<file path="config.mk">
export PLATFORM = sky130hd
export DESIGN_NAME = avl_bridge
export DESIGN_NICKNAME = d
export VERILOG_FILES = /design/src/rtl/avl_pkg.sv /design/src/rtl/avl_bridge.sv
export SDC_FILE = /design/constraint.sdc
export NUM_CORES = 1
export LEC_CHECK = 0
export ABC_AREA = 1
export ABC_CLOCK_PERIOD_IN_PS = 7900
export BUFFER_PORTS_ARGS = -buffer_cell sky130_fd_sc_hd__clkbuf_2
export CAP_MARGIN = 0
export CELL_PAD_IN_SITES_DETAIL_PLACEMENT = 0
export CELL_PAD_IN_SITES_GLOBAL_PLACEMENT = 1
export CORE_MARGIN = 2
export CORE_UTILIZATION = 37
export CTS_BUF_LIST = sky130_fd_sc_hd__clkbuf_2 sky130_fd_sc_hd__clkbuf_4 sky130_fd_sc_hd__clkbuf_8
export CTS_CLUSTER_SIZE = 16
export DETAILED_ROUTE_END_ITERATION = 10
export PLACE_DENSITY = 0.93
export SYNTH_ARGS = -nofsm -noshare
export SYNTH_HDL_FRONTEND = slang
export SYNTH_SLANG_ARGS = --single-unit
</file>
<file path="constraint.sdc">
create_clock -name m_avl_hclk -period 7.9 [get_ports m_avl_hclk]
set_input_delay 1.58 -clock m_avl_hclk [delete_from_list [all_inputs] [get_ports m_avl_hclk]]
set_output_delay 1.58 -clock m_avl_hclk [all_outputs]
set_load 0.1 [all_outputs]
</file>
<file path="src/rtl/avl_pkg.sv">
package avl_pkg;

  // Slave memory size in 32-bit words
  localparam int MEM_WORDS = 256;
  localparam int MEM_IDX_W = $clog2(MEM_WORDS);

  // Avalon response codes
  localparam logic [1:0] AVL_RESP_OK     = 2'd0;
  localparam logic [1:0] AVL_RESP_SLVERR = 2'd2;

  // A zero strobe means a read
  typedef struct packed {
    logic [31:0] addr;
    logic [31:0] wdata;
    logic [3:0]  strb;
    logic        instr;
  } mem_req_t;

  typedef struct packed {
    logic [31:0] rdata;
    logic        err;
  } mem_rsp_t;

  typedef enum logic [1:0] {
    CMD_IDLE,
    CMD_READ,
    CMD_WRITE
  } avl_cmd_e;

  typedef enum logic [1:0] {
    BR_IDLE,
    BR_CMD,
    BR_RESP
  } bridge_state_e;

endpackage
</file>
<file path="src/rtl/avl_bridge.sv">
`timescale 1ns/1ps

module avl_bridge (
  input  logic                m_avl_hclk,
  input  logic                m_avl_hresetn,
  input  logic                br_valid,
  input  avl_pkg::mem_req_t   br_req,
  output logic                br_done,
  output avl_pkg::mem_rsp_t   br_rsp,
  output logic [31:0]         avl_address,
  output logic [3:0]          avl_byteenable,
  output logic                avl_read,
  output logic                avl_write,
  output logic [31:0]         avl_writedata,
  input  logic                avl_waitrequest,
  input  logic [31:0]         avl_readdata,
  input  logic                avl_readdatavalid,
  input  logic                avl_writeresponsevalid,
  input  logic [1:0]          avl_response
);

  avl_pkg::bridge_state_e state;
  avl_pkg::avl_cmd_e      cmd;
  logic                   start;
  logic                   accept;
  logic                   resp_seen;
  logic                   resp_ok;

  // br_valid is still high in the done cycle, so it must not restart the bridge
  assign start     = (state == avl_pkg::BR_IDLE) && br_valid && !br_done;
  assign avl_read  = (state == avl_pkg::BR_CMD) && (cmd == avl_pkg::CMD_READ);
  assign avl_write = (state == avl_pkg::BR_CMD) && (cmd == avl_pkg::CMD_WRITE);
  assign accept    = (avl_read || avl_write) && !avl_waitrequest;
  assign resp_ok   = (avl_response == avl_pkg::AVL_RESP_OK);
  assign resp_seen = ((cmd == avl_pkg::CMD_READ) && avl_readdatavalid) ||
                     ((cmd == avl_pkg::CMD_WRITE) && avl_writeresponsevalid);

  always_ff @(posedge m_avl_hclk) begin
    if (start) begin
      avl_address    <= br_req.addr;
      avl_byteenable <= br_req.strb;
      avl_writedata  <= br_req.wdata;
    end
    if (state == avl_pkg::BR_RESP && resp_seen) begin
      br_rsp.err   <= !resp_ok;
      br_rsp.rdata <= (cmd == avl_pkg::CMD_READ && resp_ok) ? avl_readdata : 32'd0;
    end
  end

  always_ff @(posedge m_avl_hclk) begin
    if (!m_avl_hresetn) begin
      state   <= avl_pkg::BR_IDLE;
      cmd     <= avl_pkg::CMD_IDLE;
      br_done <= 1'b0;
    end else begin
      br_done <= 1'b0;
      case (state)
        avl_pkg::BR_IDLE: if (start) begin
          cmd   <= (|br_req.strb) ? avl_pkg::CMD_WRITE : avl_pkg::CMD_READ;
          state <= avl_pkg::BR_CMD;
        end
        avl_pkg::BR_CMD: if (accept) state <= avl_pkg::BR_RESP;
        avl_pkg::BR_RESP: if (resp_seen) begin
          br_done <= 1'b1; // Errors complete the transfer too
          cmd     <= avl_pkg::CMD_IDLE;
          state   <= avl_pkg::BR_IDLE;
        end
        default: state <= avl_pkg::BR_IDLE;
      endcase
    end
  end

  a_rd_wr_excl: assert property (@(posedge m_avl_hclk) disable iff (!m_avl_hresetn)
    !(avl_read && avl_write));

  a_addr_hold: assert property (@(posedge m_avl_hclk) disable iff (!m_avl_hresetn)
    (avl_read || avl_write) && avl_waitrequest |=> $stable(avl_address));

endmodule

</file>
Yosys cells after proc, flatten, opt, wreduce, memory -nomap -nowiden --
Cells that the tools add are included.
Word-level totals: flip-flop bits (word level) 106, input bits 109, output and inout bits 104, logic and storage cells 44
Operators by class: eq/ne operators 7, muxes and demuxes 8, reduce and logical (&&, ||, !) cells 21
Operators with widths (number):
- two-way mux 2 bit | 5
- logical AND 1 bit | 9
- inequality test 2 bit (second input constant) | 3
- one-hot mux 2 bit (3 select lines) | 1
- AND reduction 3 bit | 2
- equality test 2 x 1 -> 1 bit (second input constant) | 2
- equality test 2 bit (second input constant) | 2
- logical NOT 2 bit | 2
- one-hot mux 2 bit (2 select lines) | 1
- OR reduction 4 bit | 1
- logical NOT 1 bit | 3
- logical OR 1 bit | 2
- AND reduction 2 bit | 1
- nonzero test 2 bit | 1
- two-way mux 1 bit | 1

Depth between registers and ports, before layout --
depth after elaboration 6, gate-level depth with buffers 6, gate-level depth less buffers 6

Worst setup path after synthesis --
OpenSTA, ideal clock, no wires.
kind input to register, start point input br_valid, end point register avl_address[0], enable pin, setup time 0.422 ns, data arrival time 3.204 ns, slack 4.274 ns, stages 4, path buffers 0, path through inv_1 nor2_1 nand2_1 inv_1
On the way: cells in the longest elaborated chain, start to end 2
RTL lines:
- start: declaration | line avl_bridge.sv:6 | input logic br_valid,
- logical AND 1 bit (2 in a row) | line avl_bridge.sv:30 | assign start = (state == avl_pkg::BR_IDLE) && br_valid && !br_done;
- via start | line avl_bridge.sv:24 | logic start;
- end signal: assignment | line avl_bridge.sv:40 | avl_address <= br_req.addr;
- end: declaration | line avl_bridge.sv:10 | output logic [31:0] avl_address,
The timed path passes the listed nets, and every way through them passes these cells. A chain may end at the register's enable or synchronous reset.

Final worst setup path --
start point register cmd[0], end point output avl_read
On the way: cells in the longest elaborated chain, start to end 2
RTL lines:
- start: declaration | line avl_bridge.sv:23 | avl_pkg::avl_cmd_e cmd;
- start signal: assignment | line avl_bridge.sv:53 | cmd <= avl_pkg::CMD_IDLE;
- start signal: assignment | line avl_bridge.sv:59 | cmd <= (|br_req.strb) ? avl_pkg::CMD_WRITE : avl_pkg::CMD_READ;
- start signal: assignment | line avl_bridge.sv:65 | cmd <= avl_pkg::CMD_IDLE;
- equality test 2 x 1 -> 1 bit | line avl_bridge.sv:31 | assign avl_read = (state == avl_pkg::BR_CMD) && (cmd == avl_pkg::CMD_READ);
- logical AND 1 bit | line avl_bridge.sv:31
- end: declaration | line avl_bridge.sv:12 | output logic avl_read,
No other way between the ends.

==> impl_metrics.py <==
metrics = {
    "global_routing": {
        "grt_pass1_wl_um": 11000,
        "grt.overflow.total": 0,
        "antenna_found_initial": 0,
        "grt_max_degree": 69,
        "grt_pass1_vias": 2324,
        "grt_usage_pct": 13.9,
    },
    "route": {
        "routed_wirelength_um": 7580,
        "vias": 2411,
        "routed_via_density": 4.20,
        "drt-initial-drc-count": 42,
        "dr.pass1.iters": 4,
        "ant_nets": 0,
        "drc_errors": 0,
        "avgRoutedWirePerCell_um": 13.2,
    },
    "sta": {
        "hold_violations": 0,
        "tightestPinTransition_ns": 0.831,
        "finalCritPeriodShare_pct": 38.8,
        "min_period_ns": 3.06,
        "rsz0062_at_grt": "no",
        "report.final.slew_viol_count": 0,
        "fin_tns_setup_ns": 0,
        "skew_ns": 0.00930,
        "setup_viol": 0,
        "relSlewSlack_pct": 44.6,
        "timing.final.ws_setup_ns": 4.84,
        "max_freq_ghz": 0.326,
    },
    "power": {
        "power_density_nw_per_um2": 251,
        "max-vdd-ir-drop_mv": 0.0888,
        "p_total_mw": 1.27,
        "leakagePower_nw": 2.28,
    },
    "setup_path": {
        "critical_path_class": "flip-flop to primary output",
        "cp-start-kind": "flip-flop",
        "worst_setup_path_end_kind": "primary output",
        "arrival_ns": 1.48,
        "path_max_fanout": 4,
        "required_ns": 6.32,
        "reg2reg_depth": 4,
        "r2r_setup_slack_ns": 6.14,
    },
    "synthesis": {
        "async_reset_ff_share_pct": 0,
        "synth_common_cells": "edfxtp_1 (101), inv_1 (41), nor2_1 (40)",
        "seq_area_frac_synth_pct": 86.6,
        "synthCells": 215,
        "synth_seq_cells": 106,
        "ys_warn_count": 0,
        "synthesis.nets": 324,
        "synth_area_leaders": "edfxtp_1 (84%), inv_1 (4.3%), nor2_1 (4.2%)",
        "yosys_most_used_dff": "edfxtp_1",
        "synth_edf_count": 101,
        "synth_area_um2": 3620,
        "yosys.cell_count.top_type": "edfxtp_1",
        "yosys.area.top_type": "edfxtp_1",
        "ys_types": 14,
        "syn_avg_cell_area_um2": 16.8,
        "synth_top_area_share_pct": 83.9,
    },
    "floorplan": {
        "die_height_um": 103,
        "fp.dieArea_um2": 10600,
        "start_util_pct": 37.5,
        "core_area_um2": 9640,
        "fp-row-count": 36,
        "ios": 213,
        "die_w_um": 103,
    },
    "cts": {
        "htree_num_levels": 3,
        "cts_resized": 0,
        "cts_inserted_buffers": 9,
        "cts.sinks": 106,
        "clock_path_buffers": 2,
        "postCtsHoldBufs": 0,
        "clock-root-buffer": "clkbuf_8",
        "cts_setup_buffers": 0,
        "clock_latency_ns": 0.36,
        "path_clk_slew_ns": 0.09,
        "cts_tree": "yes",
    },
    "placed_design": {
        "place_ws_ns": 4.77,
        "portBuffers": 211,
        "gp_congestion": 0.717,
        "hpwl_um": 5800,
    },
    "worst_hold_path": {
        "min_path_cells": 2,
        "min_path_type": "flip-flop to flip-flop",
    },
    "run_status": {
        "status": "complete, no violations",
    },
    "layout": {
        "syn_to_final_growth_pct": 39.5,
        "nNetsFinal": 545,
        "multi_input_area_um2": 288,
        "drive_gt1_share_pct": 53.7,
        "num_antenna_cells": 0,
        "seq_area_um2": 3130,
        "num-fill-cells": 856,
    },
    "job": {
        "drv_cap": 0,
    },
}
-- final cells by class --
| type | instances | area share [%] |
|---|---|---|
| repair buffers | 213 | 21.2 |
| clock inverters | 7 | 1.98 |
| well taps | 133 | 3.30 |
| inverters | 43 | 3.20 |
| clock buffers | 9 | 2.46 |
| flip-flops and latches | 106 | 62.1 |
| multi-input cells | 63 | 5.71 |
-- logic make-up after synthesis --
family | after synthesis | share of synthesized area, %
flops | 106 | 86.6
buf+inv | 46 | 5.40
compound gates | 5 | 0.900
simple gates | 58 | 7.06
-- state kept, by name, indices dropped and copies added, names as in the netlist --
| name | flops |
|---|---|
| avl_byteenable | 4 |
| state | 2 |
| br_done | 1 |
| avl_writedata | 32 |
| cmd | 2 |
| br_rsp | 33 |
| avl_address | 32 |
-- routing by layer --
metal / share of wire [%] / GRT usage [%]
met4: 1.5 / 6.07
met3: 10 / 4.75
met2: 51 / 24.0
met1: 37 / 15.6
met5: 0 / 0
-- critical path, stage by stage (launching register included) --
cell and delay (ns):
dfxtp_1 0.45, nand2_1 0.11, nor2_1 0.11, clkbuf_2 0.46
-- cell usage in the layout (no fill, tap or decap), types with 2 or more instances in the layout --
master | synthesis | routed
a21oi_1 | 3 | 3
clkbuf_2 | 0 | 211
nand3_2 | 2 | 2
clkbuf_8 | 0 | 9
inv_1 | 41 | 40
nand2_1 | 11 | 11
nor2_1 | 40 | 40
a21oi_2 | 2 | 2
buf_4 | 0 | 2
bufinv_16 | 0 | 2
inv_2 | 2 | 3
edfxtp_1 | 101 | 101
dfxtp_1 | 5 | 5
nand3_1 | 2 | 2
-- where the power goes --
group          switching, mW  internal [mW]  total, mW
Combinational          0.212         0.0374      0.250
Sequential           0.00721          0.644      0.652
Clock                  0.185          0.181      0.366
-- final timing paths --
check | startpoint | end
setup / recovery | cmd[0]$_SDFFE_PN0P_ | avl_read
hold / removal | cmd[1]$_SDFFE_PN0P_ | cmd[1]$_SDFFE_PN0P_
setup reg to reg | state[0]$_SDFFE_PN0P_ | avl_address[10]$_DFFE_PP_
hold reg to reg | cmd[1]$_SDFFE_PN0P_ | cmd[1]$_SDFFE_PN0P_
-- stage by stage --
stage	area (µm²)	hold slack (ns)	util, %	cells
2_1_floorplan	3620	0.495	-	215
5_1_grt	5040	0.551	52.3	574
3_3_place_gp	4820	0.515	50.0	558
3_5_place_dp	4820	0.523	50.0	558
4_1_cts	5040	0.533	52.3	574
6_report	5040	0.532	52.3	574
Power figures use the tool's default switching activity.
