### config.mk
export PLATFORM = sky130hd
export DESIGN_NAME = mem_port_arbiter
export DESIGN_NICKNAME = d
export VERILOG_FILES = /design/src/rtl/avl_pkg.sv /design/src/rtl/mem_port_arbiter.sv
export SDC_FILE = /design/constraint.sdc
export NUM_CORES = 1
export LEC_CHECK = 0
export BUFFER_PORTS_ARGS = -buffer_cell sky130_fd_sc_hd__buf_4
export CAP_MARGIN = 20
export CORE_AREA = 2 2 108 110
export DETAILED_ROUTE_END_ITERATION = 12
export DIE_AREA = 0 0 110 112
export PLACE_DENSITY = 0.53
export SYNTH_ARGS = -nofsm -noshare
export SYNTH_HDL_FRONTEND = slang
export SYNTH_SLANG_ARGS = --single-unit
### constraint.sdc
create_clock -name m_avl_hclk -period 2.3 [get_ports m_avl_hclk]
set_input_delay 0.345 -clock m_avl_hclk [delete_from_list [all_inputs] [get_ports m_avl_hclk]]
set_output_delay 0.345 -clock m_avl_hclk [all_outputs]
set_load 0.1 [all_outputs]
### src/rtl/avl_pkg.sv
package avl_pkg;

  // Slave memory size in 32-bit words
  localparam int MEM_WORDS = 256;
  localparam int MEM_IDX_W = $clog2(MEM_WORDS);

  // Avalon response codes
  localparam logic [1:0] AVL_RESP_OK     = 2'd0;
  localparam logic [1:0] AVL_RESP_SLVERR = 2'd2;

  // A zero strobe means a read
  typedef struct packed {
    logic [31:0] addr;
    logic [31:0] wdata;
    logic [3:0]  strb;
    logic        instr;
  } mem_req_t;

  typedef struct packed {
    logic [31:0] rdata;
    logic        err;
  } mem_rsp_t;

  typedef enum logic [1:0] {
    CMD_IDLE,
    CMD_READ,
    CMD_WRITE
  } avl_cmd_e;

  typedef enum logic [1:0] {
    BR_IDLE,
    BR_CMD,
    BR_RESP
  } bridge_state_e;

endpackage
### src/rtl/mem_port_arbiter.sv
`timescale 1ns/1ps

module mem_port_arbiter (
  input  logic               m_avl_hclk,
  input  logic               m_avl_hresetn,
  input  logic               ifetch_valid,
  input  logic [31:0]        ifetch_addr,
  output logic               ifetch_done,
  output avl_pkg::mem_rsp_t  ifetch_rsp,
  input  logic               data_valid,
  input  avl_pkg::mem_req_t  data_req,
  output logic               data_done,
  output avl_pkg::mem_rsp_t  data_rsp,
  output logic               br_valid,
  output avl_pkg::mem_req_t  br_req,
  input  logic               br_done,
  input  avl_pkg::mem_rsp_t  br_rsp
);

  logic              busy;
  logic              owner_data;  // Set while the data port holds the grant
  logic              last_data;   // Set when the data port was served last
  logic              pick_data;
  avl_pkg::mem_req_t ifetch_req;

  // Instruction fetches are always reads
  always_comb begin
    ifetch_req       = '0;
    ifetch_req.addr  = ifetch_addr;
    ifetch_req.instr = 1'b1;
  end

  // The port that was not served last wins a tie
  assign pick_data = data_valid && (!ifetch_valid || !last_data);

  always_ff @(posedge m_avl_hclk) begin
    if (!m_avl_hresetn) begin
      busy       <= 1'b0;
      owner_data <= 1'b0;
      last_data  <= 1'b0;
    end else if (!busy) begin
      if (ifetch_valid || data_valid) begin
        busy       <= 1'b1;
        owner_data <= pick_data;
        last_data  <= pick_data;
      end
    end else if (br_done) begin
      busy <= 1'b0; // Clients drop valid or show a new request next cycle
    end
  end

  assign br_valid = busy;
  assign br_req   = owner_data ? data_req : ifetch_req;

  assign ifetch_done = br_done && busy && !owner_data;
  assign data_done   = br_done && busy && owner_data;
  assign ifetch_rsp  = owner_data ? '0 : br_rsp;
  assign data_rsp    = owner_data ? br_rsp : '0;

  // Only one client may ever see its transfer complete per cycle
  a_one_done: assert property (@(posedge m_avl_hclk) disable iff (!m_avl_hresetn)
    !(ifetch_done && data_done));

endmodule

Word-level counts from Yosys, hierarchy flattened. Cells that the tools add are included.

Bits of input ports: 139. Logic and storage cells: 18. Output and inout port bits: 138. Bits in registers: 2.

Mux-type cells: 6. Bitwise operators: 1. Reductions and logical operators: 9.

Operators by type and width (count): $mux 69 (1); $mux 33 (2); $logic_and 1x1->1 (4); $mux 1 (3); $logic_not 1->1 (2); $logic_or 1x1->1 (2); $reduce_and 2->1 (1); $not 1->1 (1).

Logic depth before layout (Yosys ltp). Gate-level depths: netlist (run 1).

Depth after elaboration: 3. Gate-level depth with buffers: 4. Depth with buffers taken out: 2.

Least setup slack after synthesis (run 1). No wires, ideal clock.

Path type: reg2out. Start: register busy, in the netlist br_valid. End: output ifetch_done. Stages on the path, launching flop included: 3. Path slack: -483 ps. Required time: 1955 ps. Data arrival time: 2438 ps. Cells stage by stage: dfxtp_1 nand2_1 nor2_1.

Longest elaborated chain between the ends: 2.

Ends and longest elaborated chain: start: declaration (RTL line mem_port_arbiter.sv:20) `logic busy;`; start signal: assignment (RTL line mem_port_arbiter.sv:38) `busy <= 1'b0;`; start signal: assignment (RTL line mem_port_arbiter.sv:43) `busy <= 1'b1;`; start signal: assignment (RTL line mem_port_arbiter.sv:48) `busy <= 1'b0;`; $logic_and 1x1->1 (2 in series) (RTL line mem_port_arbiter.sv:55) `assign ifetch_done = br_done && busy && !owner_data;`; end: declaration (RTL line mem_port_arbiter.sv:8) `output logic ifetch_done,`.

No other way between the ends.

==> results of run 1 <==
==> final timing paths <==
kind	cells past startpoint	slack, ns	startpoint	end
setup / recovery	3	0.50	last_data	br_req[63]
hold / removal	2	0.38	data_valid	br_valid
hold reg to reg	1	0.57	br_valid	last_data
setup reg to reg	2	1.38	last_data	last_data
==> logic make-up after synthesis <==
family | count (synthesis)
mux | 32
compound gates | 2
flops | 2
simple gates | 109
buf+inv | 15
==> per-stage QoR <==
stage	util [%]	setup slack, ns	cells
4_1_cts	31.17	0.4877	570
3_3_place_gp	30.47	0.7457	566
3_5_place_dp	30.47	0.7246	566
6_report	31.17	0.5017	570
5_1_grt	31.17	0.4349	570
2_1_floorplan	-	-0.006900	160
==> power breakdown <==
part	switching [mW]	internal, mW
clock	0.0406	0.228
sequential	0.00505	0.0384
combinational	1.57	0.499
total	1.61	0.765
==> placed cells by master, fill, tap and decap left out <==
master                        n
sky130_fd_sc_hd__o32ai_1      1
sky130_fd_sc_hd__clkbuf_16    3
sky130_fd_sc_hd__nand2b_1     1
sky130_fd_sc_hd__mux2_2      29
sky130_fd_sc_hd__mux2_4       3
sky130_fd_sc_hd__and3_1       1
sky130_fd_sc_hd__nand2_1      3
sky130_fd_sc_hd__buf_4      276
sky130_fd_sc_hd__buf_12       2
sky130_fd_sc_hd__nor2_4       1
sky130_fd_sc_hd__nor2b_1     34
sky130_fd_sc_hd__dfxtp_4      1
sky130_fd_sc_hd__and2_1      69
sky130_fd_sc_hd__o311a_1      1
sky130_fd_sc_hd__clkbuf_1     1
sky130_fd_sc_hd__dfxtp_1      1
==> state kept, by name, indices dropped and copies added (netlist names) <==
signal	count
br_valid	1
last_data	1
==> layout make-up <==
cell class	instances	area, um2
clock buffers	4	78.83
fillers	1200	7691
multi-input cells	143	1070
flip-flops and latches	2	43.79
well taps	143	178.9
repair buffers	278	2112
==> metal layers <==
metal | track usage (%) | up-vias | wire (um)
met3 | 1.815 | 2 | 868
met2 | 22.25 | 150 | 4240
met1 | 10.81 | 909 | 2330
met5 | 0 | - | 0
met4 | 0.5063 | 0 | 8
li1 | - | 1039 | -
==> worst max-delay path, cell delays in order, from the launching register on <==
cell and delay [ns]:
sky130_fd_sc_hd__dfxtp_4 0.36, sky130_fd_sc_hd__buf_12 0.24, sky130_fd_sc_hd__mux2_2 0.38, sky130_fd_sc_hd__buf_4 0.23
==> results_tabular.tex, run 1 <==
\begin{tabular}{lr}
\hline
Metric & Value \\
\hline
\multicolumn{2}{l}{\textbf{Synth}} \\
\quad Synthesized netlist net count & 299 \\
\quad Post-synth design cell area & 1204 um2 \\
\quad Average cell area after synthesis & 7.523 um2 \\
\quad Share of the synthesized area in compound gates (AO/OA/AOI/OAI) & 1.559\% \\
\quad Count of different cell masters after synthesis & 15 \\
\quad Yosys reg bits & 2 \\
\quad Arithmetic-cell share of the synthesized area counting full adders, half adders and majority gates & 0\% \\
\quad Top flip-flop cell by instance count after synthesis & sky130\_fd\_sc\_hd\_\_dfxtp\_1 \\
\quad Number of warnings printed during yosys synthesis & 0 \\
\quad Area fraction in and, or, nand and nor cells after synthesis & 55.82\% \\
\quad Main combinational cell family by area after synthesis & simple AND/OR/NAND/NOR gates \\
\quad Sequential element share of the synthesized area & 3.326\% \\
\quad Gate count after technology mapping & 160 \\
\quad Most used standard cell by instance count after synthesis & sky130\_fd\_sc\_hd\_\_and2\_1 \\
\quad Most area-consuming cells after synthesis & sky130\_fd\_sc\_hd\_\_and2\_1 (36\%), sky130\_fd\_sc\_hd\_\_mux2\_2 (27\%), sky130\_fd\_sc\_hd\_\_nor2b\_1 (18\%), sky130\_fd\_sc\_hd\_\_mux2\_4 (3.7\%), sky130\_fd\_sc\_hd\_\_dfxtp\_1 (3.3\%) \\
\quad Post-Synth XOR/XNOR Area & 0\% \\
\quad Top cells by instance count after synthesis & sky130\_fd\_sc\_hd\_\_and2\_1 (69), sky130\_fd\_sc\_hd\_\_nor2b\_1 (34), sky130\_fd\_sc\_hd\_\_mux2\_2 (29) \\
\quad Share of the synthesized area in the top cell type & 35.86\% \\
\quad Proportion of synthesized area in mux cells & 30.87\% \\
\quad Post-synth top area cell & sky130\_fd\_sc\_hd\_\_and2\_1 \\
\quad Number of enable-type register cells in the synthesized netlist & 0 \\
\quad Share of synthesized flip-flops with an asynchronous set or reset & 0\% \\
\multicolumn{2}{l}{\textbf{CTS}} \\
\quad Number of buffers inserted by hold repair at cts & 0 \\
\quad TritonCTS clock tree & yes \\
\quad Buffers inserted by post-CTS timing repair & 0 \\
\quad \# resized after CTS & 0 \\
\quad H-Tree Level Count & 1 \\
\quad Root buffer cell & sky130\_fd\_sc\_hd\_\_clkbuf\_16 \\
\quad Max clock buf depth & 2 \\
\quad CTS Buf Count & 3 \\
\quad Register clock-pin slew on the reported worst setup and hold paths & 0.03 ns \\
\quad Clock latency on the worst-skew pair & 0.22 ns \\
\quad Count of clock tree sinks & 2 \\
\multicolumn{2}{l}{\textbf{Drt}} \\
\quad Detailed-route via count & 2100 \\
\quad Via density & 3.684 \\
\quad DRC & 0 \\
\quad Iteration-0 DRC Markers & 65 \\
\quad Number of optimization iterations in the first detailed-route pass & 4 \\
\quad Routed wire length per instance & 13.06 um \\
\quad Antenna viol nets, final & 0 \\
\quad Routed WL & 7447 um \\
\multicolumn{2}{l}{\textbf{Setup path}} \\
\quad Data arrival, critical path & 1.45 ns \\
\quad Maximum fanout count along the critical path & 58 \\
\quad Capturing element type of the critical path & primary output \\
\quad Required time of the worst setup path & 1.96 ns \\
\quad Classification of the worst setup path & flip-flop to primary output \\
\quad Startpoint type of the worst setup path & flip-flop \\
\multicolumn{2}{l}{\textbf{Finish}} \\
\quad Fraction of layout cells with a size suffix above 1 & 73.77\% \\
\quad Area growth syn-to-layout & 189.4\% \\
\quad Diode insertion count for antenna repair & 0 \\
\quad Layout Cell Area excl Fill & 3483 um2 \\
\quad NumNets Final & 567 \\
\multicolumn{2}{l}{\textbf{Hold path}} \\
\quad Class of the most critical hold timing path & primary input to flip-flop \\
\multicolumn{2}{l}{\textbf{Power}} \\
\quad IR Drop Worst-Case VDD & 434.5 uV \\
\quad Power per cell area & 682.2 nW/um2 \\
\quad Final Total Pwr & 2.376 mW \\
\quad Static leakage & 1.875 nW \\
\multicolumn{2}{l}{\textbf{Global route}} \\
\quad Initial antenna violation count & 0 \\
\quad Total global-route track usage & 10.55\% \\
\quad Largest net degree at the start of global routing & 82 \\
\quad Global-route wire length before repair & 10130 um \\
\quad Overall overflow remaining after global route & 0 \\
\quad Via count of the first global-routing pass & 1948 \\
\multicolumn{2}{l}{\textbf{Flow run}} \\
\quad Max-cap violations & 0 \\
\multicolumn{2}{l}{\textbf{Placement}} \\
\quad Placed instance area & 3405 um2 \\
\quad Port Buffer Count & 276 \\
\quad Post-DP HPWL & 6591 um \\
\quad Gpl congestion & 0.7486 \\
\multicolumn{2}{l}{\textbf{STA}} \\
\quad Smallest hold slack & 0.3804 ns \\
\quad Top achievable clock speed & 0.5561 GHz \\
\quad Fin. Hold Viols & 0 \\
\quad Worst clock skew & 0.004543 ns \\
\quad Final-report max-slew violation count & 0 \\
\quad Worst slew margin relative to its limit & 80.99\% \\
\quad Final cycle utilization of the critical path & 78.19\% \\
\quad TNS Setup & 0 ns \\
\quad Count of final setup violators & 0 \\
\quad Shortest clock period the worst path allows after layout & 1.798 ns \\
\quad Setup repair after global routing missed its margin & false \\
\quad Transition time at the pin with the least slew margin & 0.2851 ns \\
\multicolumn{2}{l}{\textbf{Die}} \\
\quad Effective utilization at floorplan & 10.77\% \\
\quad Die extent in x & 110 um \\
\quad Placeable Area & 11170 um2 \\
\quad Top-level port count & 277 \\
\quad Number of placement rows & 39 \\
\quad Die Y-Extent & 112 um \\
\quad Die footprint & 12320 um2 \\
\multicolumn{2}{l}{\textbf{Status}} \\
\quad Run status & completed \\
\hline
\end{tabular}
Power figures use the tool's default switching activity.
==> run 2, diff against run 1 <==
- CORE_AREA: 2 2 108 110 -> 2 2 107 109
- DIE_AREA: 0 0 110 112 -> 0 0 109 111
- PLACE_DENSITY: 0.53 -> 0.54
- clock period: 2.3 -> 1.7 ns (I/O delays scaled with it)
==> run 2 against run 1 <==
Compared with the run above: critical path depth did not move; clock-buffer cell count is the same; sequential cell count did not move; largest cell class unchanged; first-iteration DRC count decreased by 22%; highest routed layer unchanged; setup slack worse by 0.47 ns; total power is 37% higher; combinational power is 37% higher; sequential share of layout area hardly changed.
==> results_tabular.tex, run 2 (synthesis results as in run 1) <==
\begin{tabular}{lr}
\hline
Metric & Value \\
\hline
\multicolumn{2}{l}{\textbf{Status}} \\
\quad Run status & completed (unchanged) \\
\multicolumn{2}{l}{\textbf{STA}} \\
\quad Shortest clock period the worst path allows after layout & 1.670 ns \\
\quad Worst Setup Slack, final & 0.03001 ns (was 0.5017 ns) \\
\quad Transition time at the pin with the least slew margin & 0.2926 ns (was 0.2851 ns) \\
\quad Final cycle utilization of the critical path & 98.23\% \\
\quad Worst slew margin relative to its limit & 80.66\% (was 80.99\%) \\
\quad Count of final setup violators & 0 (unchanged) \\
\quad Final-report max-slew violation count & 0 (unchanged) \\
\quad Setup repair after global routing missed its margin & true (was false) \\
\quad Fin. Hold Viols & 0 (unchanged) \\
\quad Top achievable clock speed & 0.5988 GHz \\
\quad Worst clock skew & 0.004909 ns (was 0.004543 ns) \\
\multicolumn{2}{l}{\textbf{CTS}} \\
\quad TritonCTS clock tree & yes (unchanged) \\
\quad Number of buffers inserted by hold repair at cts & 0 (unchanged) \\
\quad Clock latency on the worst-skew pair & 0.22 ns (about the same) \\
\quad CTS Buf Count & 3 (unchanged) \\
\quad H-Tree Level Count & 1 (unchanged) \\
\quad Buffers inserted by post-CTS timing repair & 0 (unchanged) \\
\quad Count of clock tree sinks & 2 (unchanged) \\
\quad Register clock-pin slew on the reported worst setup and hold paths & 0.03 ns (about the same) \\
\quad Max clock buf depth & 2 (unchanged) \\
\quad Root buffer cell & sky130\_fd\_sc\_hd\_\_clkbuf\_16 (unchanged) \\
\multicolumn{2}{l}{\textbf{Finish}} \\
\quad Diode insertion count for antenna repair & 0 (unchanged) \\
\quad Fraction of layout cells with a size suffix above 1 & 79.44\% (was 73.77\%) \\
\quad Most common library cell in the layout ignoring fill and taps & sky130\_fd\_sc\_hd\_\_buf\_4 (unchanged) \\
\quad Filler Cells Inserted & 1148 (was 1200) \\
\quad Footprint of the flip-flops and latches & 45.04 um2 (was 43.79 um2) \\
\quad Area taken by multi-input logic gates & 1115 um2 (was 1070 um2) \\
\quad Layout Cell Area excl Fill & 3597 um2 (was 3483 um2) \\
\quad Area growth syn-to-layout & 198.9\% (was 189.4\%) \\
\quad NumNets Final & 568 (was 567) \\
\quad Commonest non-fill, non-tap cells in the layout & sky130\_fd\_sc\_hd\_\_buf\_4 (265), sky130\_fd\_sc\_hd\_\_and2\_1 (60), sky130\_fd\_sc\_hd\_\_mux2\_2 (29) (was sky130\_fd\_sc\_hd\_\_buf\_4 (276), sky130\_fd\_sc\_hd\_\_and2\_1 (69), sky130\_fd\_sc\_hd\_\_nor2b\_1 (34)) \\
\multicolumn{2}{l}{\textbf{Placement}} \\
\quad Post-place setup slack & 0.1925 ns (was 0.7246 ns) \\
\quad Gpl congestion & 0.7417 (was 0.7486) \\
\quad Post-DP HPWL & 5710 um (was 6591 um) \\
\quad Port Buffer Count & 276 (unchanged) \\
\quad Placed instance area & 3458 um2 (was 3405 um2) \\
\multicolumn{2}{l}{\textbf{Setup path}} \\
\quad Startpoint type of the worst setup path & flip-flop (unchanged) \\
\quad Worst Reg-to-Reg Cells & 2 (unchanged) \\
\quad R2r endpoint & last\_data (unchanged) \\
\quad Crit path capture & br\_req[65] (was br\_req[63]) \\
\quad Reg-to-reg setup timing slack & 0.76 ns (was 1.38 ns) \\
\quad Required time of the worst setup path & 1.44 ns (was 1.96 ns) \\
\quad Maximum fanout count along the critical path & 67 (was 58) \\
\quad Reg-to-reg startpoint & last\_data (unchanged) \\
\quad Classification of the worst setup path & flip-flop to primary output (unchanged) \\
\quad Capturing element type of the critical path & primary output (unchanged) \\
\quad Start point of the critical path & last\_data (unchanged) \\
\quad Data arrival, critical path & 1.41 ns (was 1.45 ns) \\
\multicolumn{2}{l}{\textbf{Global route}} \\
\quad Overall overflow remaining after global route & 0 (unchanged) \\
\quad Largest net degree at the start of global routing & 68 (was 82) \\
\quad Initial antenna violation count & 0 (unchanged) \\
\quad Via count of the first global-routing pass & 1916 (was 1948) \\
\quad Global-route wire length before repair & 9011 um (was 10130 um) \\
\quad Total global-route track usage & 9.243\% (was 10.55\%) \\
\multicolumn{2}{l}{\textbf{Power}} \\
\quad IR Drop Worst-Case VDD & 485.3 uV (was 434.5 uV) \\
\quad Static leakage & 1.921 nW (was 1.875 nW) \\
\quad Power per cell area & 905.5 nW/um2 (was 682.2 nW/um2) \\
\multicolumn{2}{l}{\textbf{Hold path}} \\
\quad Class of the most critical hold timing path & primary input to flip-flop (unchanged) \\
\multicolumn{2}{l}{\textbf{Drt}} \\
\quad Detailed-route via count & 2102 (was 2100) \\
\quad Number of optimization iterations in the first detailed-route pass & 2 (was 4) \\
\quad Via density & 3.681 (was 3.684) \\
\quad Routed wire length per instance & 11.49 um (was 13.06 um) \\
\quad Antenna viol nets, final & 0 (unchanged) \\
\quad Iteration-0 DRC Markers & 51 (was 65) \\
\quad DRC & 0 (unchanged) \\
\quad Routed WL & 6563 um (was 7447 um) \\
\multicolumn{2}{l}{\textbf{Die}} \\
\quad Effective utilization at floorplan & 10.87\% (was 10.77\%) \\
\quad Placeable Area & 11080 um2 (was 11170 um2) \\
\quad Die extent in x & 109 um (was 110 um) \\
\quad Die footprint & 12100 um2 (was 12320 um2) \\
\quad Die Y-Extent & 111 um (was 112 um) \\
\quad Number of placement rows & 39 (unchanged) \\
\quad Top-level port count & 277 (unchanged) \\
\multicolumn{2}{l}{\textbf{Flow run}} \\
\quad Max-cap violations & 0 (unchanged) \\
\hline
\end{tabular}
[run 2: cell types whose count changed in the layout (fill, tap and decap cells not counted)]
cell,change
sky130_fd_sc_hd__buf_6,+10
sky130_fd_sc_hd__buf_16,+1
sky130_fd_sc_hd__and2_1,-9
sky130_fd_sc_hd__and3_2,+1
sky130_fd_sc_hd__and3_1,-1
sky130_fd_sc_hd__buf_4,-11
sky130_fd_sc_hd__buf_12,-1
sky130_fd_sc_hd__dfxtp_1,-1
sky130_fd_sc_hd__and2_2,+9
sky130_fd_sc_hd__buf_8,+2
sky130_fd_sc_hd__nor2b_1,-13
sky130_fd_sc_hd__nor2b_2,+13
sky130_fd_sc_hd__dfxtp_2,+1
[run 2: cell type report]
cell class | count | area share (%)
clock buffer | 4 | 2.191
multi-input combinational | 143 | 30.99
sequential | 2 | 1.252
tap | 143 | 4.974
timing repair buffer | 279 | 60.59
[run 2: how the worst min path moves through the flow]
stage	from	endpoint	cells after the start
2_1_floorplan	m_avl_hresetn	br_valid	1
3_3_place_gp	br_valid	last_data	1
3_5_place_dp	data_valid	br_valid	2
4_1_cts	data_valid	br_valid	2
5_1_grt	data_valid	br_valid	2
6_report	data_valid	br_valid	2
[run 2: timing repair]
action | CTS | global route
cloned | 0 | 0
setup endpoints to repair | 21 | 20
gates resized for setup | 1 | 14
[run 2: power breakdown]
group / switching, mW / internal (mW) / total (mW)
Clock: 0.0542 / 0.308 / 0.363
Sequential: 0.00887 / 0.0525 / 0.0614
Combinational: 2.12 / 0.712 / 2.83
Total: 2.18 / 1.07 / 3.26
[run 2: metal layers]
layer / routed length, um / global-route usage (%) / share of wire (%) / up-vias
met2: 3589 / 19.42 / 55 / 152
met5: 0 / 0 / 0 / -
li1: - / - / - / 1046
met3: 792 / 2.234 / 12 / 4
met4: 46 / 1.111 / 0.70 / 0
met1: 2135 / 8.861 / 33 / 900
[run 2: worst max-delay path: stages (launching register included)]
cell and delay, ns:
sky130_fd_sc_hd__dfxtp_4 0.38, sky130_fd_sc_hd__buf_16 0.24, sky130_fd_sc_hd__mux2_4 0.33, sky130_fd_sc_hd__buf_6 0.18
[run 2: stage by stage]
step | std cells | utilization, % | setup TNS [ns] | hold slack (ns) | total power [mW]
after detailed placement | 567 | 31.22 | 0 | 0.4991 | 2.876
after global placement | 567 | 31.22 | 0 | 0.4912 | 2.870
after floorplan | 160 | - | -10.34 | 0.3936 | 2.228
final | 571 | 32.47 | 0 | 0.2850 | 3.257
after global routing | 571 | 32.47 | -0.01206 | 0.3010 | 3.356
after CTS | 571 | 31.97 | 0 | 0.2858 | 3.251
==> run 3, diff against run 2 <==
- CTS_BUF_LIST: default -> sky130_fd_sc_hd__clkbuf_4 sky130_fd_sc_hd__clkbuf_8
==> run 3 against run 2 <==
Compared with the run above: clock power down 40%; die area unchanged; routed wire length is essentially flat; total power down 4.6%; sequential cell count unchanged; non-clock buffer count unchanged.
==> results_tabular.tex, run 3 (synthesis results as in run 1) <==
\begin{tabular}{lr}
\hline
Metric & Value \\
\hline
\multicolumn{2}{l}{\textbf{STA}} \\
\quad TNS Setup & 0 ns (unchanged) \\
\quad Top achievable clock speed & 0.6007 GHz (was 0.5988 GHz) \\
\quad Smallest hold slack & 0.2941 ns (was 0.2850 ns) \\
\quad Setup repair after global routing missed its margin & true (unchanged) \\
\quad Transition time at the pin with the least slew margin & 0.2926 ns (unchanged) \\
\quad Final cycle utilization of the critical path & 97.92\% (was 98.23\%) \\
\quad Worst clock skew & 0.007930 ns (was 0.004909 ns) \\
\quad Fin. Hold Viols & 0 (unchanged) \\
\quad Shortest clock period the worst path allows after layout & 1.665 ns (was 1.670 ns) \\
\quad Count of final setup violators & 0 (unchanged) \\
\quad Final-report max-slew violation count & 0 (unchanged) \\
\quad Worst slew margin relative to its limit & 80.66\% (unchanged) \\
\multicolumn{2}{l}{\textbf{Die}} \\
\quad Number of placement rows & 39 (unchanged) \\
\quad Die extent in x & 109 um (unchanged) \\
\quad Placeable Area & 11080 um2 (unchanged) \\
\quad Die Y-Extent & 111 um (unchanged) \\
\quad Effective utilization at floorplan & 10.87\% (unchanged) \\
\quad Top-level port count & 277 (unchanged) \\
\quad Die footprint & 12100 um2 (unchanged) \\
\multicolumn{2}{l}{\textbf{Power}} \\
\quad Fraction of power spent switching nets & 69.86\% (was 67.06\%) \\
\quad Sequential share of power & 2.0\% (was 1.9\%) \\
\quad IR Drop Worst-Case VDD & 451.6 uV (was 485.3 uV) \\
\quad Power share of the clock group & 7.0\% (was 11.1\%) \\
\quad Power share of the combinational group & 91.1\% (was 87.0\%) \\
\quad Power Internal & 0.9363 mW (was 1.073 mW) \\
\quad Switch Pwr & 2.170 mW (was 2.184 mW) \\
\quad Power per cell area & 872.8 nW/um2 (was 905.5 nW/um2) \\
\quad Static leakage & 1.906 nW (was 1.921 nW) \\
\multicolumn{2}{l}{\textbf{Drt}} \\
\quad Routed WL & 6567 um (was 6563 um) \\
\quad Iteration-0 DRC Markers & 52 (was 51) \\
\quad Detailed-route via count & 2099 (was 2102) \\
\quad Number of optimization iterations in the first detailed-route pass & 4 (was 2) \\
\quad Routed wire length per instance & 11.50 um (was 11.49 um) \\
\quad Via density & 3.676 (was 3.681) \\
\quad Antenna viol nets, final & 0 (unchanged) \\
\quad DRC & 0 (unchanged) \\
\multicolumn{2}{l}{\textbf{CTS}} \\
\quad Root buffer cell & sky130\_fd\_sc\_hd\_\_clkbuf\_8 (was sky130\_fd\_sc\_hd\_\_clkbuf\_16) \\
\quad CTS Buf Count & 3 (unchanged) \\
\quad Register clock-pin slew on the reported worst setup and hold paths & 0.03 ns (about the same) \\
\quad TritonCTS clock tree & yes (unchanged) \\
\quad Count of clock tree sinks & 2 (unchanged) \\
\quad Clock latency on the worst-skew pair & 0.22 ns (about the same) \\
\quad Max clock buf depth & 2 (unchanged) \\
\quad H-Tree Level Count & 1 (unchanged) \\
\multicolumn{2}{l}{\textbf{Setup path}} \\
\quad Classification of the worst setup path & flip-flop to primary output (unchanged) \\
\quad Capturing element type of the critical path & primary output (unchanged) \\
\quad Maximum fanout count along the critical path & 67 (unchanged) \\
\quad Required time of the worst setup path & 1.44 ns (about the same) \\
\quad Startpoint type of the worst setup path & flip-flop (unchanged) \\
\quad Data arrival, critical path & 1.41 ns (about the same) \\
\multicolumn{2}{l}{\textbf{Placement}} \\
\quad Placed instance area & 3458 um2 (unchanged) \\
\quad Post-DP HPWL & 5710 um (unchanged) \\
\quad Port Buffer Count & 276 (unchanged) \\
\quad Gpl congestion & 0.7417 (unchanged) \\
\multicolumn{2}{l}{\textbf{Finish}} \\
\quad Commonest non-fill, non-tap cells in the layout & sky130\_fd\_sc\_hd\_\_buf\_4 (266), sky130\_fd\_sc\_hd\_\_and2\_1 (60), sky130\_fd\_sc\_hd\_\_mux2\_2 (29) (was sky130\_fd\_sc\_hd\_\_buf\_4 (265), sky130\_fd\_sc\_hd\_\_and2\_1 (60), sky130\_fd\_sc\_hd\_\_mux2\_2 (29)) \\
\quad NumNets Final & 568 (unchanged) \\
\quad Fraction of layout cells with a size suffix above 1 & 79.67\% (was 79.44\%) \\
\quad Most common library cell in the layout ignoring fill and taps & sky130\_fd\_sc\_hd\_\_buf\_4 (unchanged) \\
\quad Final standard cell utilization of the core & 32.14\% (was 32.47\%) \\
\quad Area growth syn-to-layout & 195.7\% (was 198.9\%) \\
\quad Layout Cell Area excl Fill & 3560 um2 (was 3597 um2) \\
\quad Diode insertion count for antenna repair & 0 (unchanged) \\
\multicolumn{2}{l}{\textbf{Hold path}} \\
\quad Class of the most critical hold timing path & primary input to flip-flop (unchanged) \\
\multicolumn{2}{l}{\textbf{Global route}} \\
\quad Total global-route track usage & 9.230\% (was 9.243\%) \\
\quad Global-route wire length before repair & 8990 um (was 9011 um) \\
\quad Largest net degree at the start of global routing & 68 (unchanged) \\
\quad Initial antenna violation count & 0 (unchanged) \\
\quad Via count of the first global-routing pass & 1916 (unchanged) \\
\quad Overall overflow remaining after global route & 0 (unchanged) \\
\multicolumn{2}{l}{\textbf{Status}} \\
\quad Run status & completed (unchanged) \\
\multicolumn{2}{l}{\textbf{Flow run}} \\
\quad Max-cap violations & 0 (unchanged) \\
\hline
\end{tabular}
==> run 3: cell count changes in the layout (fill, tap and decap cells not counted) <==
| cell | before | now |
|---|---|---|
| sky130_fd_sc_hd__buf_4 | 265 | 266 |
| sky130_fd_sc_hd__clkbuf_4 | 0 | 1 |
| sky130_fd_sc_hd__clkbuf_8 | 0 | 3 |
| sky130_fd_sc_hd__clkbuf_16 | 3 | 0 |
| sky130_fd_sc_hd__buf_8 | 2 | 1 |
| sky130_fd_sc_hd__clkbuf_1 | 1 | 0 |
==> run 3: per-layer routing <==
| layer | global-route usage (%) | wire length, um |
|---|---|---|
| met1 | 8.787 | 2122 |
| met4 | 1.111 | 46 |
| met5 | 0 | 0 |
| met3 | 2.234 | 797 |
| met2 | 19.46 | 3601 |
==> run 3: cell type report <==
cell class                 instances  area, um2
clock buffer                       4      48.80
timing repair buffer             279       2172
multi-input combinational        143       1115
sequential                         2      45.04
fill                            1149       7517
tap                              143      178.9
==> run 3: final timing paths <==
path / start / endpoint / slack [ns] / cells after the start
max: last_data / br_req[65] / 0.04 / 3
min: data_valid / br_valid / 0.29 / 2
max reg2reg: last_data / last_data / 0.76 / 2
min reg2reg: br_valid / last_data / 0.49 / 1
==> run 3: stage by stage <==
step                      power [mW]  setup slack (ns)  instances
after global routing           3.202         -0.005166        571
after global placement         2.870            0.2178        567
after CTS                      3.106          0.004693        571
final                          3.107           0.03528        571
after floorplan                2.228           -0.5169        160
after detailed placement       2.876            0.1925        567
==> run 3: repair_timing <==
action	in CTS	in global routing
hold buffers	0	0
setup buffers	0	0
gates resized for setup	1	12
setup endpoints to repair	21	19
==> run 3: power groups by stage <==
stage	sequential, mW	clock, mW	combinational [mW]
final	0.0612	0.217	2.83
after global placement	0.0598	0	2.81
after global routing	0.0620	0.229	2.91
after floorplan	0.0720	0	2.16
after detailed placement	0.0603	0	2.82
after CTS	0.0602	0.226	2.82
==> run 3: critical path: stages (launching register included) <==
cell and delay (ns):
sky130_fd_sc_hd__dfxtp_4 0.38, sky130_fd_sc_hd__buf_16 0.24, sky130_fd_sc_hd__mux2_4 0.33, sky130_fd_sc_hd__buf_6 0.18
